===== src/ex_settings.svh =====
`ifndef EX_SETTINGS_SVH
`define EX_SETTINGS_SVH

// Datapath widths
`define EX_DATA_W 32
`define EX_REG_W 5

// Result queue entries
`define EX_FIFO_DEPTH 4

// Credits granted by the writeback stage after reset
`define EX_WB_CREDITS 2

// Fault number of a divide by zero
`define EX_FAULT_DIVZERO 7'h0D

`endif


===== src/ex_pkg.sv =====
`default_nettype none
`include "ex_settings.svh"

package ex_pkg;

	typedef enum logic [2:0] {
		EX_UNIT_LOGIC = 3'd0,
		EX_UNIT_SHIFT = 3'd1,
		EX_UNIT_ADD = 3'd2,
		EX_UNIT_MUL = 3'd3,
		EX_UNIT_DIV = 3'd4
	} ex_unit_e;

	// Operation within the selected unit
	typedef logic [2:0] ex_op_t;

	localparam ex_op_t EX_OP_AND = 3'd0;
	localparam ex_op_t EX_OP_OR = 3'd1;
	localparam ex_op_t EX_OP_XOR = 3'd2;
	localparam ex_op_t EX_OP_NOT = 3'd3;

	localparam ex_op_t EX_OP_SLL = 3'd0;
	localparam ex_op_t EX_OP_SRL = 3'd1;
	localparam ex_op_t EX_OP_SRA = 3'd2;
	localparam ex_op_t EX_OP_ROL = 3'd3;

	localparam ex_op_t EX_OP_ADD = 3'd0;
	localparam ex_op_t EX_OP_SUB = 3'd1;

	localparam ex_op_t EX_OP_MULL = 3'd0;
	localparam ex_op_t EX_OP_MULH = 3'd1;

	localparam ex_op_t EX_OP_UDIV = 3'd0;
	localparam ex_op_t EX_OP_SDIV = 3'd1;
	localparam ex_op_t EX_OP_UMOD = 3'd2;
	localparam ex_op_t EX_OP_SMOD = 3'd3;

	// Queue occupancy from empty to full
	localparam int EX_COUNT_W = $clog2(`EX_FIFO_DEPTH + 1);

	typedef struct packed {
		logic sf;
		logic of;
		logic cf;
		logic pf;
		logic zf;
	} ex_flags_t;

	typedef struct packed {
		logic [`EX_DATA_W-1:0] data;
		logic [`EX_REG_W-1:0] dest;
		logic writeback;
		ex_flags_t flags;
		logic fault;
		logic [6:0] fault_num;
		logic div_sign;
		logic spare;
	} ex_result_t;

endpackage

`default_nettype wire


===== src/ex_alu.sv =====
`timescale 1ns/1ns
`default_nettype none
`include "ex_settings.svh"

module ex_alu import ex_pkg::*; (
	input wire ex_unit_e unit,
	input wire ex_op_t op,
	input wire [`EX_DATA_W-1:0] src0,
	input wire [`EX_DATA_W-1:0] src1,
	output logic [`EX_DATA_W-1:0] data,
	output ex_flags_t flags
);

	localparam int W = `EX_DATA_W;
	localparam int SH_W = $clog2(W);

	logic [SH_W-1:0] shamt;
	logic [W:0] sll_ext;
	logic [W:0] srl_ext;
	logic [W:0] sra_ext;
	logic [W-1:0] rol_res;
	logic [W:0] add_ext;
	logic [W:0] sub_ext;
	logic add_of;
	logic sub_of;
	logic [2*W-1:0] product;
	logic cf;
	logic of;

	assign shamt = src1[SH_W-1:0];

	// Extra bit catches the last bit shifted out
	assign sll_ext = {1'b0, src0} << shamt;
	assign srl_ext = {src0, 1'b0} >> shamt;
	assign sra_ext = $signed({src0, 1'b0}) >>> shamt;
	assign rol_res = (src0 << shamt) | (src0 >> (W - shamt));

	assign add_ext = {1'b0, src0} + {1'b0, src1};
	assign sub_ext = {1'b0, src0} - {1'b0, src1};
	assign add_of = (src0[W-1] == src1[W-1]) && (add_ext[W-1] != src0[W-1]);
	assign sub_of = (src0[W-1] != src1[W-1]) && (sub_ext[W-1] != src0[W-1]);

	assign product = src0 * src1;

	always_comb begin
		data = '0;
		cf = 1'b0;
		of = 1'b0;
		case (unit)
			EX_UNIT_LOGIC: begin
				case (op)
					EX_OP_AND: data = src0 & src1;
					EX_OP_OR: data = src0 | src1;
					EX_OP_XOR: data = src0 ^ src1;
					default: data = ~src0;
				endcase
			end
			EX_UNIT_SHIFT: begin
				case (op)
					EX_OP_SLL: begin
						data = sll_ext[W-1:0];
						cf = sll_ext[W];
					end
					EX_OP_SRL: begin
						data = srl_ext[W:1];
						cf = srl_ext[0];
					end
					EX_OP_SRA: begin
						data = sra_ext[W:1];
						cf = sra_ext[0];
					end
					default: begin
						data = rol_res;
						// Wrapped bit lands in bit 0
						cf = (shamt != '0) && rol_res[0];
					end
				endcase
			end
			EX_UNIT_ADD: begin
				if (op == EX_OP_SUB) begin
					data = sub_ext[W-1:0];
					cf = sub_ext[W];
					of = sub_of;
				end else begin
					data = add_ext[W-1:0];
					cf = add_ext[W];
					of = add_of;
				end
			end
			EX_UNIT_MUL: begin
				if (op == EX_OP_MULH) begin
					data = product[2*W-1:W];
				end else begin
					data = product[W-1:0];
					cf = product[W];
					of = product[W-1] ^ product[W];
				end
			end
			default: data = '0;
		endcase

		flags.sf = data[W-1];
		flags.of = of;
		flags.cf = cf;
		flags.pf = data[0];
		flags.zf = (data == '0);
		// High word looks at the full product
		if (unit == EX_UNIT_MUL && op == EX_OP_MULH) begin
			flags.zf = (product == '0);
		end
	end

endmodule

`default_nettype wire


===== src/ex_divider.sv =====
`timescale 1ns/1ns
`default_nettype none
`include "ex_settings.svh"

module ex_divider (
	input wire iCLOCK,
	input wire inRESET,
	input wire start,
	input wire is_signed,
	input wire [`EX_DATA_W-1:0] dividend,
	input wire [`EX_DATA_W-1:0] divisor,
	output logic done,
	output logic [`EX_DATA_W-1:0] quotient,
	output logic [`EX_DATA_W-1:0] remainder
);

	localparam int W = `EX_DATA_W;
	localparam int IT_W = $clog2(W);

	typedef enum logic [1:0] {
		DIV_IDLE,
		DIV_LOAD,
		DIV_RUN,
		DIV_DONE
	} div_state_e;

	div_state_e state;
	logic [IT_W-1:0] iter;
	logic sgn;
	logic neg_quot;
	logic neg_rem;
	logic [W-1:0] dvd;
	logic [W-1:0] dvs;
	logic [W-1:0] quot;
	logic [W-1:0] rem;
	logic [W:0] rem_shift;
	logic [W+1:0] trial;

	// One restoring step
	assign rem_shift = {rem, quot[W-1]};
	assign trial = {1'b0, rem_shift} - {2'b00, dvs};

	always_ff @(posedge iCLOCK or negedge inRESET) begin
		if (!inRESET) begin
			state <= DIV_IDLE;
			iter <= '0;
			sgn <= 1'b0;
			neg_quot <= 1'b0;
			neg_rem <= 1'b0;
		end else begin
			case (state)
				DIV_IDLE: begin
					if (start) begin
						state <= DIV_LOAD;
						sgn <= is_signed;
					end
				end
				DIV_LOAD: begin
					state <= DIV_RUN;
					iter <= '0;
					neg_quot <= sgn && (dvd[W-1] ^ dvs[W-1]);
					neg_rem <= sgn && dvd[W-1];
				end
				DIV_RUN: begin
					iter <= iter + 1'b1;
					if (iter == IT_W'(W - 1)) begin
						state <= DIV_DONE;
					end
				end
				default: state <= DIV_IDLE;
			endcase
		end
	end

	always_ff @(posedge iCLOCK) begin
		case (state)
			DIV_IDLE: begin
				if (start) begin
					dvd <= dividend;
					dvs <= divisor;
				end
			end
			DIV_LOAD: begin
				// Work on magnitudes
				quot <= (sgn && dvd[W-1]) ? -dvd : dvd;
				dvs <= (sgn && dvs[W-1]) ? -dvs : dvs;
				rem <= '0;
			end
			DIV_RUN: begin
				if (!trial[W+1]) begin
					rem <= trial[W-1:0];
					quot <= {quot[W-2:0], 1'b1};
				end else begin
					rem <= rem_shift[W-1:0];
					quot <= {quot[W-2:0], 1'b0};
				end
			end
			default: ;
		endcase
	end

	assign done = (state == DIV_DONE);
	assign quotient = neg_quot ? -quot : quot;
	assign remainder = neg_rem ? -rem : rem;

	// Issue must hold off while a division is in flight
	a_no_restart: assert property (@(posedge iCLOCK) disable iff (!inRESET)
		start |-> state == DIV_IDLE);

endmodule

`default_nettype wire


===== src/ex_issue.sv =====
`timescale 1ns/1ns
`default_nettype none
`include "ex_settings.svh"

module ex_issue import ex_pkg::*; (
	input wire iCLOCK,
	input wire inRESET,
	input wire in_valid,
	input wire ex_unit_e in_unit,
	input wire ex_op_t in_op,
	input wire [`EX_DATA_W-1:0] in_src0,
	input wire [`EX_DATA_W-1:0] in_src1,
	input wire [`EX_REG_W-1:0] in_src0_ptr,
	input wire [`EX_REG_W-1:0] in_src1_ptr,
	input wire in_src1_imm,
	input wire [`EX_REG_W-1:0] in_dest,
	input wire in_writeback,
	input wire in_flags_writeback,
	input wire [EX_COUNT_W-1:0] fifo_count,
	output logic busy,
	output logic push,
	output ex_result_t push_data
);

	localparam int W = `EX_DATA_W;

	logic accept;
	logic is_div;
	logic div_signed;
	logic div_zero;
	logic div_start;
	logic div_done;
	logic div_wait;
	logic flags_update;
	logic [W-1:0] src0;
	logic [W-1:0] src1;
	logic [W-1:0] alu_data;
	logic [W-1:0] quotient;
	logic [W-1:0] remainder;
	ex_flags_t alu_flags;
	ex_flags_t flags_reg;
	ex_flags_t flags_next;
	logic last_fwd;
	logic [W-1:0] last_data;
	logic [`EX_REG_W-1:0] last_dest;
	logic [`EX_REG_W-1:0] div_dest;
	logic div_writeback;
	logic div_rem_sel;

	assign busy = div_wait || (fifo_count == EX_COUNT_W'(`EX_FIFO_DEPTH));
	assign accept = in_valid && !busy;
	assign is_div = (in_unit == EX_UNIT_DIV);

	// Bypass from the last pushed record
	assign src0 = (last_fwd && in_src0_ptr == last_dest) ? last_data : in_src0;
	assign src1 = (!in_src1_imm && last_fwd && in_src1_ptr == last_dest) ? last_data : in_src1;

	assign div_signed = (in_op == EX_OP_SDIV) || (in_op == EX_OP_SMOD);
	assign div_zero = accept && is_div && (src1 == '0);
	assign div_start = accept && is_div && (src1 != '0);

	assign flags_update = accept && in_flags_writeback &&
		(in_unit == EX_UNIT_SHIFT || in_unit == EX_UNIT_ADD || in_unit == EX_UNIT_MUL);
	assign flags_next = flags_update ? alu_flags : flags_reg;

	// Divides push on done, everything else on accept
	assign push = (accept && !div_start) || div_done;

	always_comb begin
		push_data = '0;
		push_data.flags = flags_next;
		if (div_done) begin
			push_data.data = div_rem_sel ? remainder : quotient;
			push_data.dest = div_dest;
			push_data.writeback = div_writeback;
		end else if (div_zero) begin
			push_data.dest = in_dest;
			push_data.fault = 1'b1;
			push_data.fault_num = `EX_FAULT_DIVZERO;
		end else begin
			push_data.data = alu_data;
			push_data.dest = in_dest;
			push_data.writeback = in_writeback;
		end
	end

	ex_alu u_alu (
		.unit(in_unit),
		.op(in_op),
		.src0(src0),
		.src1(src1),
		.data(alu_data),
		.flags(alu_flags)
	);

	ex_divider u_divider (
		.iCLOCK(iCLOCK),
		.inRESET(inRESET),
		.start(div_start),
		.is_signed(div_signed),
		.dividend(src0),
		.divisor(src1),
		.done(div_done),
		.quotient(quotient),
		.remainder(remainder)
	);

	always_ff @(posedge iCLOCK or negedge inRESET) begin
		if (!inRESET) begin
			div_wait <= 1'b0;
			flags_reg <= '0;
			last_fwd <= 1'b0;
		end else begin
			flags_reg <= flags_next;
			if (div_start) begin
				div_wait <= 1'b1;
			end else if (div_done) begin
				div_wait <= 1'b0;
			end
			// Faulted records never feed a source
			if (push) begin
				last_fwd <= push_data.writeback && !push_data.fault;
			end
		end
	end

	always_ff @(posedge iCLOCK) begin
		if (push) begin
			last_data <= push_data.data;
			last_dest <= push_data.dest;
		end
		if (div_start) begin
			div_dest <= in_dest;
			div_writeback <= in_writeback;
			div_rem_sel <= (in_op == EX_OP_UMOD) || (in_op == EX_OP_SMOD);
		end
	end

endmodule

`default_nettype wire


===== src/ex_result_fifo.sv =====
`timescale 1ns/1ns
`default_nettype none
`include "ex_settings.svh"

module ex_result_fifo import ex_pkg::*; (
	input wire iCLOCK,
	input wire inRESET,
	input wire push,
	input wire ex_result_t push_data,
	input wire pop,
	output ex_result_t head,
	output logic empty,
	output logic [EX_COUNT_W-1:0] count
);

	localparam int DEPTH = `EX_FIFO_DEPTH;
	localparam int PTR_W = (DEPTH > 1) ? $clog2(DEPTH) : 1;

	ex_result_t mem [DEPTH];
	logic [PTR_W-1:0] wr_ptr;
	logic [PTR_W-1:0] rd_ptr;

	function automatic logic [PTR_W-1:0] ptr_next(input logic [PTR_W-1:0] ptr);
		return (ptr == PTR_W'(DEPTH - 1)) ? '0 : ptr + 1'b1;
	endfunction

	always_ff @(posedge iCLOCK or negedge inRESET) begin
		if (!inRESET) begin
			wr_ptr <= '0;
			rd_ptr <= '0;
			count <= '0;
		end else begin
			if (push) begin
				wr_ptr <= ptr_next(wr_ptr);
			end
			if (pop) begin
				rd_ptr <= ptr_next(rd_ptr);
			end
			case ({push, pop})
				2'b10: count <= count + 1'b1;
				2'b01: count <= count - 1'b1;
				default: count <= count;
			endcase
		end
	end

	always_ff @(posedge iCLOCK) begin
		if (push) begin
			mem[wr_ptr] <= push_data;
		end
	end

	assign head = mem[rd_ptr];
	assign empty = (count == '0);

	// Busy from issue and credit gating must keep these
	a_no_overflow: assert property (@(posedge iCLOCK) disable iff (!inRESET)
		push |-> count < EX_COUNT_W'(DEPTH));
	a_no_underflow: assert property (@(posedge iCLOCK) disable iff (!inRESET)
		pop |-> !empty);

endmodule

`default_nettype wire


===== src/ex_writeback_port.sv =====
`timescale 1ns/1ns
`default_nettype none
`include "ex_settings.svh"

module ex_writeback_port import ex_pkg::*; (
	input wire iCLOCK,
	input wire inRESET,
	input wire empty,
	input wire ex_result_t head,
	input wire wb_credit,
	output logic pop,
	output logic wb_valid,
	output ex_result_t wb_result
);

	localparam int CRD_W = $clog2(`EX_WB_CREDITS + 1);

	logic [CRD_W-1:0] credits;

	assign pop = !empty && (credits != '0);

	always_ff @(posedge iCLOCK or negedge inRESET) begin
		if (!inRESET) begin
			credits <= CRD_W'(`EX_WB_CREDITS);
			wb_valid <= 1'b0;
		end else begin
			wb_valid <= pop;
			// A pulse spends one, a returned credit adds one
			credits <= credits - CRD_W'(pop) + CRD_W'(wb_credit);
		end
	end

	always_ff @(posedge iCLOCK) begin
		if (pop) begin
			wb_result <= head;
		end
	end

	// Writeback stage returns no more than it was granted
	a_credit_limit: assert property (@(posedge iCLOCK) disable iff (!inRESET)
		credits <= CRD_W'(`EX_WB_CREDITS));

endmodule

`default_nettype wire


===== src/ex_top.sv =====
`timescale 1ns/1ns
`default_nettype none
`include "ex_settings.svh"

module ex_top import ex_pkg::*; (
	input wire iCLOCK,
	input wire inRESET,
	input wire in_valid,
	input wire ex_unit_e in_unit,
	input wire ex_op_t in_op,
	input wire [`EX_DATA_W-1:0] in_src0,
	input wire [`EX_DATA_W-1:0] in_src1,
	input wire [`EX_REG_W-1:0] in_src0_ptr,
	input wire [`EX_REG_W-1:0] in_src1_ptr,
	input wire in_src1_imm,
	input wire [`EX_REG_W-1:0] in_dest,
	input wire in_writeback,
	input wire in_flags_writeback,
	output wire busy,
	input wire wb_credit,
	output wire wb_valid,
	output wire ex_result_t wb_result
);

	wire push;
	wire pop;
	wire empty;
	wire ex_result_t push_data;
	wire ex_result_t head;
	wire [EX_COUNT_W-1:0] fifo_count;

	ex_issue u_issue (
		.iCLOCK(iCLOCK),
		.inRESET(inRESET),
		.in_valid(in_valid),
		.in_unit(in_unit),
		.in_op(in_op),
		.in_src0(in_src0),
		.in_src1(in_src1),
		.in_src0_ptr(in_src0_ptr),
		.in_src1_ptr(in_src1_ptr),
		.in_src1_imm(in_src1_imm),
		.in_dest(in_dest),
		.in_writeback(in_writeback),
		.in_flags_writeback(in_flags_writeback),
		.fifo_count(fifo_count),
		.busy(busy),
		.push(push),
		.push_data(push_data)
	);

	ex_result_fifo u_fifo (
		.iCLOCK(iCLOCK),
		.inRESET(inRESET),
		.push(push),
		.push_data(push_data),
		.pop(pop),
		.head(head),
		.empty(empty),
		.count(fifo_count)
	);

	ex_writeback_port u_wb_port (
		.iCLOCK(iCLOCK),
		.inRESET(inRESET),
		.empty(empty),
		.head(head),
		.wb_credit(wb_credit),
		.pop(pop),
		.wb_valid(wb_valid),
		.wb_result(wb_result)
	);

endmodule

`default_nettype wire


===== config.mk =====
export PLATFORM = sky130hd
export DESIGN_NAME = ex_top
export DESIGN_NICKNAME = d
export VERILOG_FILES = /design/src/ex_pkg.sv /design/src/ex_alu.sv /design/src/ex_divider.sv /design/src/ex_issue.sv /design/src/ex_result_fifo.sv /design/src/ex_writeback_port.sv /design/src/ex_top.sv
export VERILOG_INCLUDE_DIRS = /design/src
export SDC_FILE = /design/constraint.sdc
export NUM_CORES = 2
export LEC_CHECK = 0
export BUFFER_PORTS_ARGS = -buffer_cell sky130_fd_sc_hd__buf_2
export CORE_UTILIZATION = 40
export DETAILED_ROUTE_END_ITERATION = 8
export SETUP_SLACK_MARGIN = 0.3
export SKIP_CTS_REPAIR_TIMING = 1
export SYNTH_ARGS = -nofsm -noshare
export SYNTH_HDL_FRONTEND = slang
export SYNTH_SLANG_ARGS = --single-unit

===== constraint.sdc =====
create_clock -name iCLOCK -period 13.1 [get_ports iCLOCK]
set_input_delay 0.655 -clock iCLOCK [delete_from_list [all_inputs] [get_ports iCLOCK]]
set_output_delay 0.655 -clock iCLOCK [all_outputs]
set_load 0.1 [all_outputs]

==> metrics.txt <==
fin. max-slew vios 2; failing checks capacitance limit, slew limit; Post-DP HPWL ~260000 um; actual slew at the worst max-slew pin 1.762 ns; outcome finished, violations left; number of fill cells 15715; Die X 403.0 um; Port-buffer cells 140; # H-tree levels 2; final wirelength about 330000 um; most flop-heavy register u_fifo.mem; CP startpoint kind flip-flop; minimum clock period between 10 and 15 ns; CTS tree yes; CORE AREA 0.1589 sq mm; crit end category flip-flop; commonest non-fill, non-tap cell in the layout fa_1; Final WS setup 0.2688 ns; WP buf/inv 5; clock root buffer clkbuf_16; Die ar. between 0.15 and 0.2 sq mm; die height ~400 um; first-pass iteration count of the detailed router 7; Largest register FFs 176; GRT Total Usage between 40% and 50%; Place WS 0.2519 ns; area overhead of the layout relative to synthesis 8.607%; CTS Buf Count 41; Crit path top cell by count fa_1; fin crit share ~100%; DRT iter0 DRCs 7317; start of the worst register-to-register path u_issue.last_dest[0]; CP Data Arrival Time 13.27 ns; post-synthesis cell area 0.06432 sq mm; largest net degree at the start of global routing 86; initial antenna violation count 28; Initial Utilization roughly 40%; Async SR Flop Fraction 6.444%; Yosys warnings 0; layout cell share with drive strength beyond 1 around a tenth; maximum root-to-sink buffer count 3; Worst-Skew Late Latency 0.59 ns; Setup TNS 0 ns; CP required about 14 ns; slowest stage cell, crit path inv_1; RSZ-0062 raised after global routing no; crit path kind reg -> reg; Vias 59255; f_max slightly below 80 MHz; sequential-to-total area share from yosys stat 19.35%; Post-synth EDFFs between 300 and 400; biggest regs u_fifo.mem: 176 flops, u_wb_port.wb_result: 44 flops; vias in the first global route 58985; Final setup viols 0; Hold WC Path Type in -> async; grt ovf 0; flops & latches, synth 419; Critical Path Fanout Max 19; Final ANT Viol Nets 0; CTS clk-pin slew, worst paths 0.07 ns; Worst path max stage delay 0.72 ns; clock sink total 419; reg2reg path depth 34; Nets a little under 9000; first-pass GRT wire length 457000 um; Post-synth top flop edfxtp_1; I/O Pins approximately 150; reg-to-reg setup timing slack between 0.2 and 0.3 ns; Clock Skew 0.03273 ns; cell row count roughly 150; GP Congestion between 1 and 1.5; Syn Inst Count 7222; Final Hold Fails 0; # DRC 0; max_slew headroom -20.51%; most frequent cells in the layout fa_1, nor2_1, inv_1; post-synthesis cell type count 95; Avg WL per Cell 35.05 um; synthesized area per cell approximately 8.9 sq um; Top delay family on crit path adder cells; number of max-cap violations 1; RR Endpoint u_fifo.mem[3][8]; vias per inst 6.316
-- layout make-up --
cell class / instances / area [sq um] / share of cell area (%)
repair buffers: 440 / 3028 / 4.334
flip-flops and latches: 419 / 12450 / 17.82
diodes: 16 / 40.04 / 0.05731
clock inverters: 27 / 322.8 / 0.4621
well taps: 2072 / 2592 / 3.711
clock buffers: 47 / 1070 / 1.531
inverters: 899 / 3390 / 4.852
multi-input cells: 5462 / 46970 / 67.23
-- worst reg2reg max path, delay by kind of cell (launching register included) --
family                   cells  cell delay (ns)
flip-flops                   1             0.43
AO/OA/AOI/OAI                6             1.63
XOR/XNOR                     2             0.78
adder cells (fa/ha/maj)      9             4.53
AND/OR/NAND/NOR             12             4.01
buffers and inverters        5             1.35
-- per-layer routing --
| layer | track usage (%) | up-vias | part of all wire, % |
|---|---|---|---|
| met5 | 0 | - | 0.074 |
| met4 | 24.13 | 30 | 7.5 |
| met3 | 11.92 | 1026 | 11 |
| met2 | 60.10 | 3863 | 43 |
| met1 | 50.80 | 29963 | 38 |
| li1 | - | 24373 | - |
-- synthesized netlist by cell type (35+ instances only) --
cell | instances | share of area [%]
o22ai_1 | 52 | 0.51
clkbuf_1 | 338 | 2.0
a21o_1 | 57 | 0.67
xor2_1 | 88 | 1.2
o211ai_1 | 121 | 1.4
o21ai_0 | 394 | 3.1
nor4_1 | 39 | 0.38
buf_1 | 88 | 0.51
nor2_1 | 903 | 5.3
nand4_1 | 77 | 0.75
mux2i_1 | 54 | 0.84
mux4_2 | 63 | 2.2
ha_1 | 411 | 8.0
xnor2_1 | 161 | 2.2
o31ai_1 | 40 | 0.47
nand2_1 | 840 | 4.9
a31oi_1 | 44 | 0.43
nand2b_1 | 35 | 0.34
fa_1 | 900 | 28
edfxtp_1 | 392 | 18
a211oi_1 | 54 | 0.63
a21oi_1 | 327 | 2.5
nand3_1 | 162 | 1.3
inv_1 | 870 | 5.1
nor3_1 | 77 | 0.60
-- cell families (layout without fill, tap and decap cells) --
family,after synthesis,in the layout,share of synthesized area (%)
xor gates and xnor gates,249,249,3.390
and+or+nand+nor,2324,2324,15.58
other,1,22,0.005830
buffers and inverters,1346,1413,7.954
AOI/OAI and AO/OA,1427,1427,14.17
muxes,145,145,3.542
DFF,419,419,19.35
adders and majority gates,1311,1311,36.01
-- stage by stage --
stage	instances	hold slack (ns)	util, %	cell area, sq um
3_3_place_gp	9292	0.4917	43.03	68380
6_report	9382	0.1351	43.96	69860
2_1_floorplan	7227	0.3594	-	64340
4_1_cts	9366	0.1319	43.90	69770
5_1_grt	9367	0.1790	43.93	69820
3_5_place_dp	9292	0.5049	43.03	68380
-- how the worst max path moves through the flow --
stage	end	cells past startpoint	startpoint
4_1_cts	u_fifo.mem[3][8]	35	u_issue.last_fwd
3_3_place_gp	u_fifo.mem[0][8]	36	in_src1_ptr[4]
2_1_floorplan	u_fifo.mem[0][8]	38	in_src1_ptr[4]
6_report	u_fifo.mem[3][8]	34	u_issue.last_dest[0]
5_1_grt	u_fifo.mem[3][8]	37	u_issue.last_dest[4]
3_5_place_dp	u_fifo.mem[3][8]	36	in_src1_ptr[4]
Power is left out: the tool's default activity adds up to more than one toggle a clock period on the data nets, which glitch-free logic cannot reach.
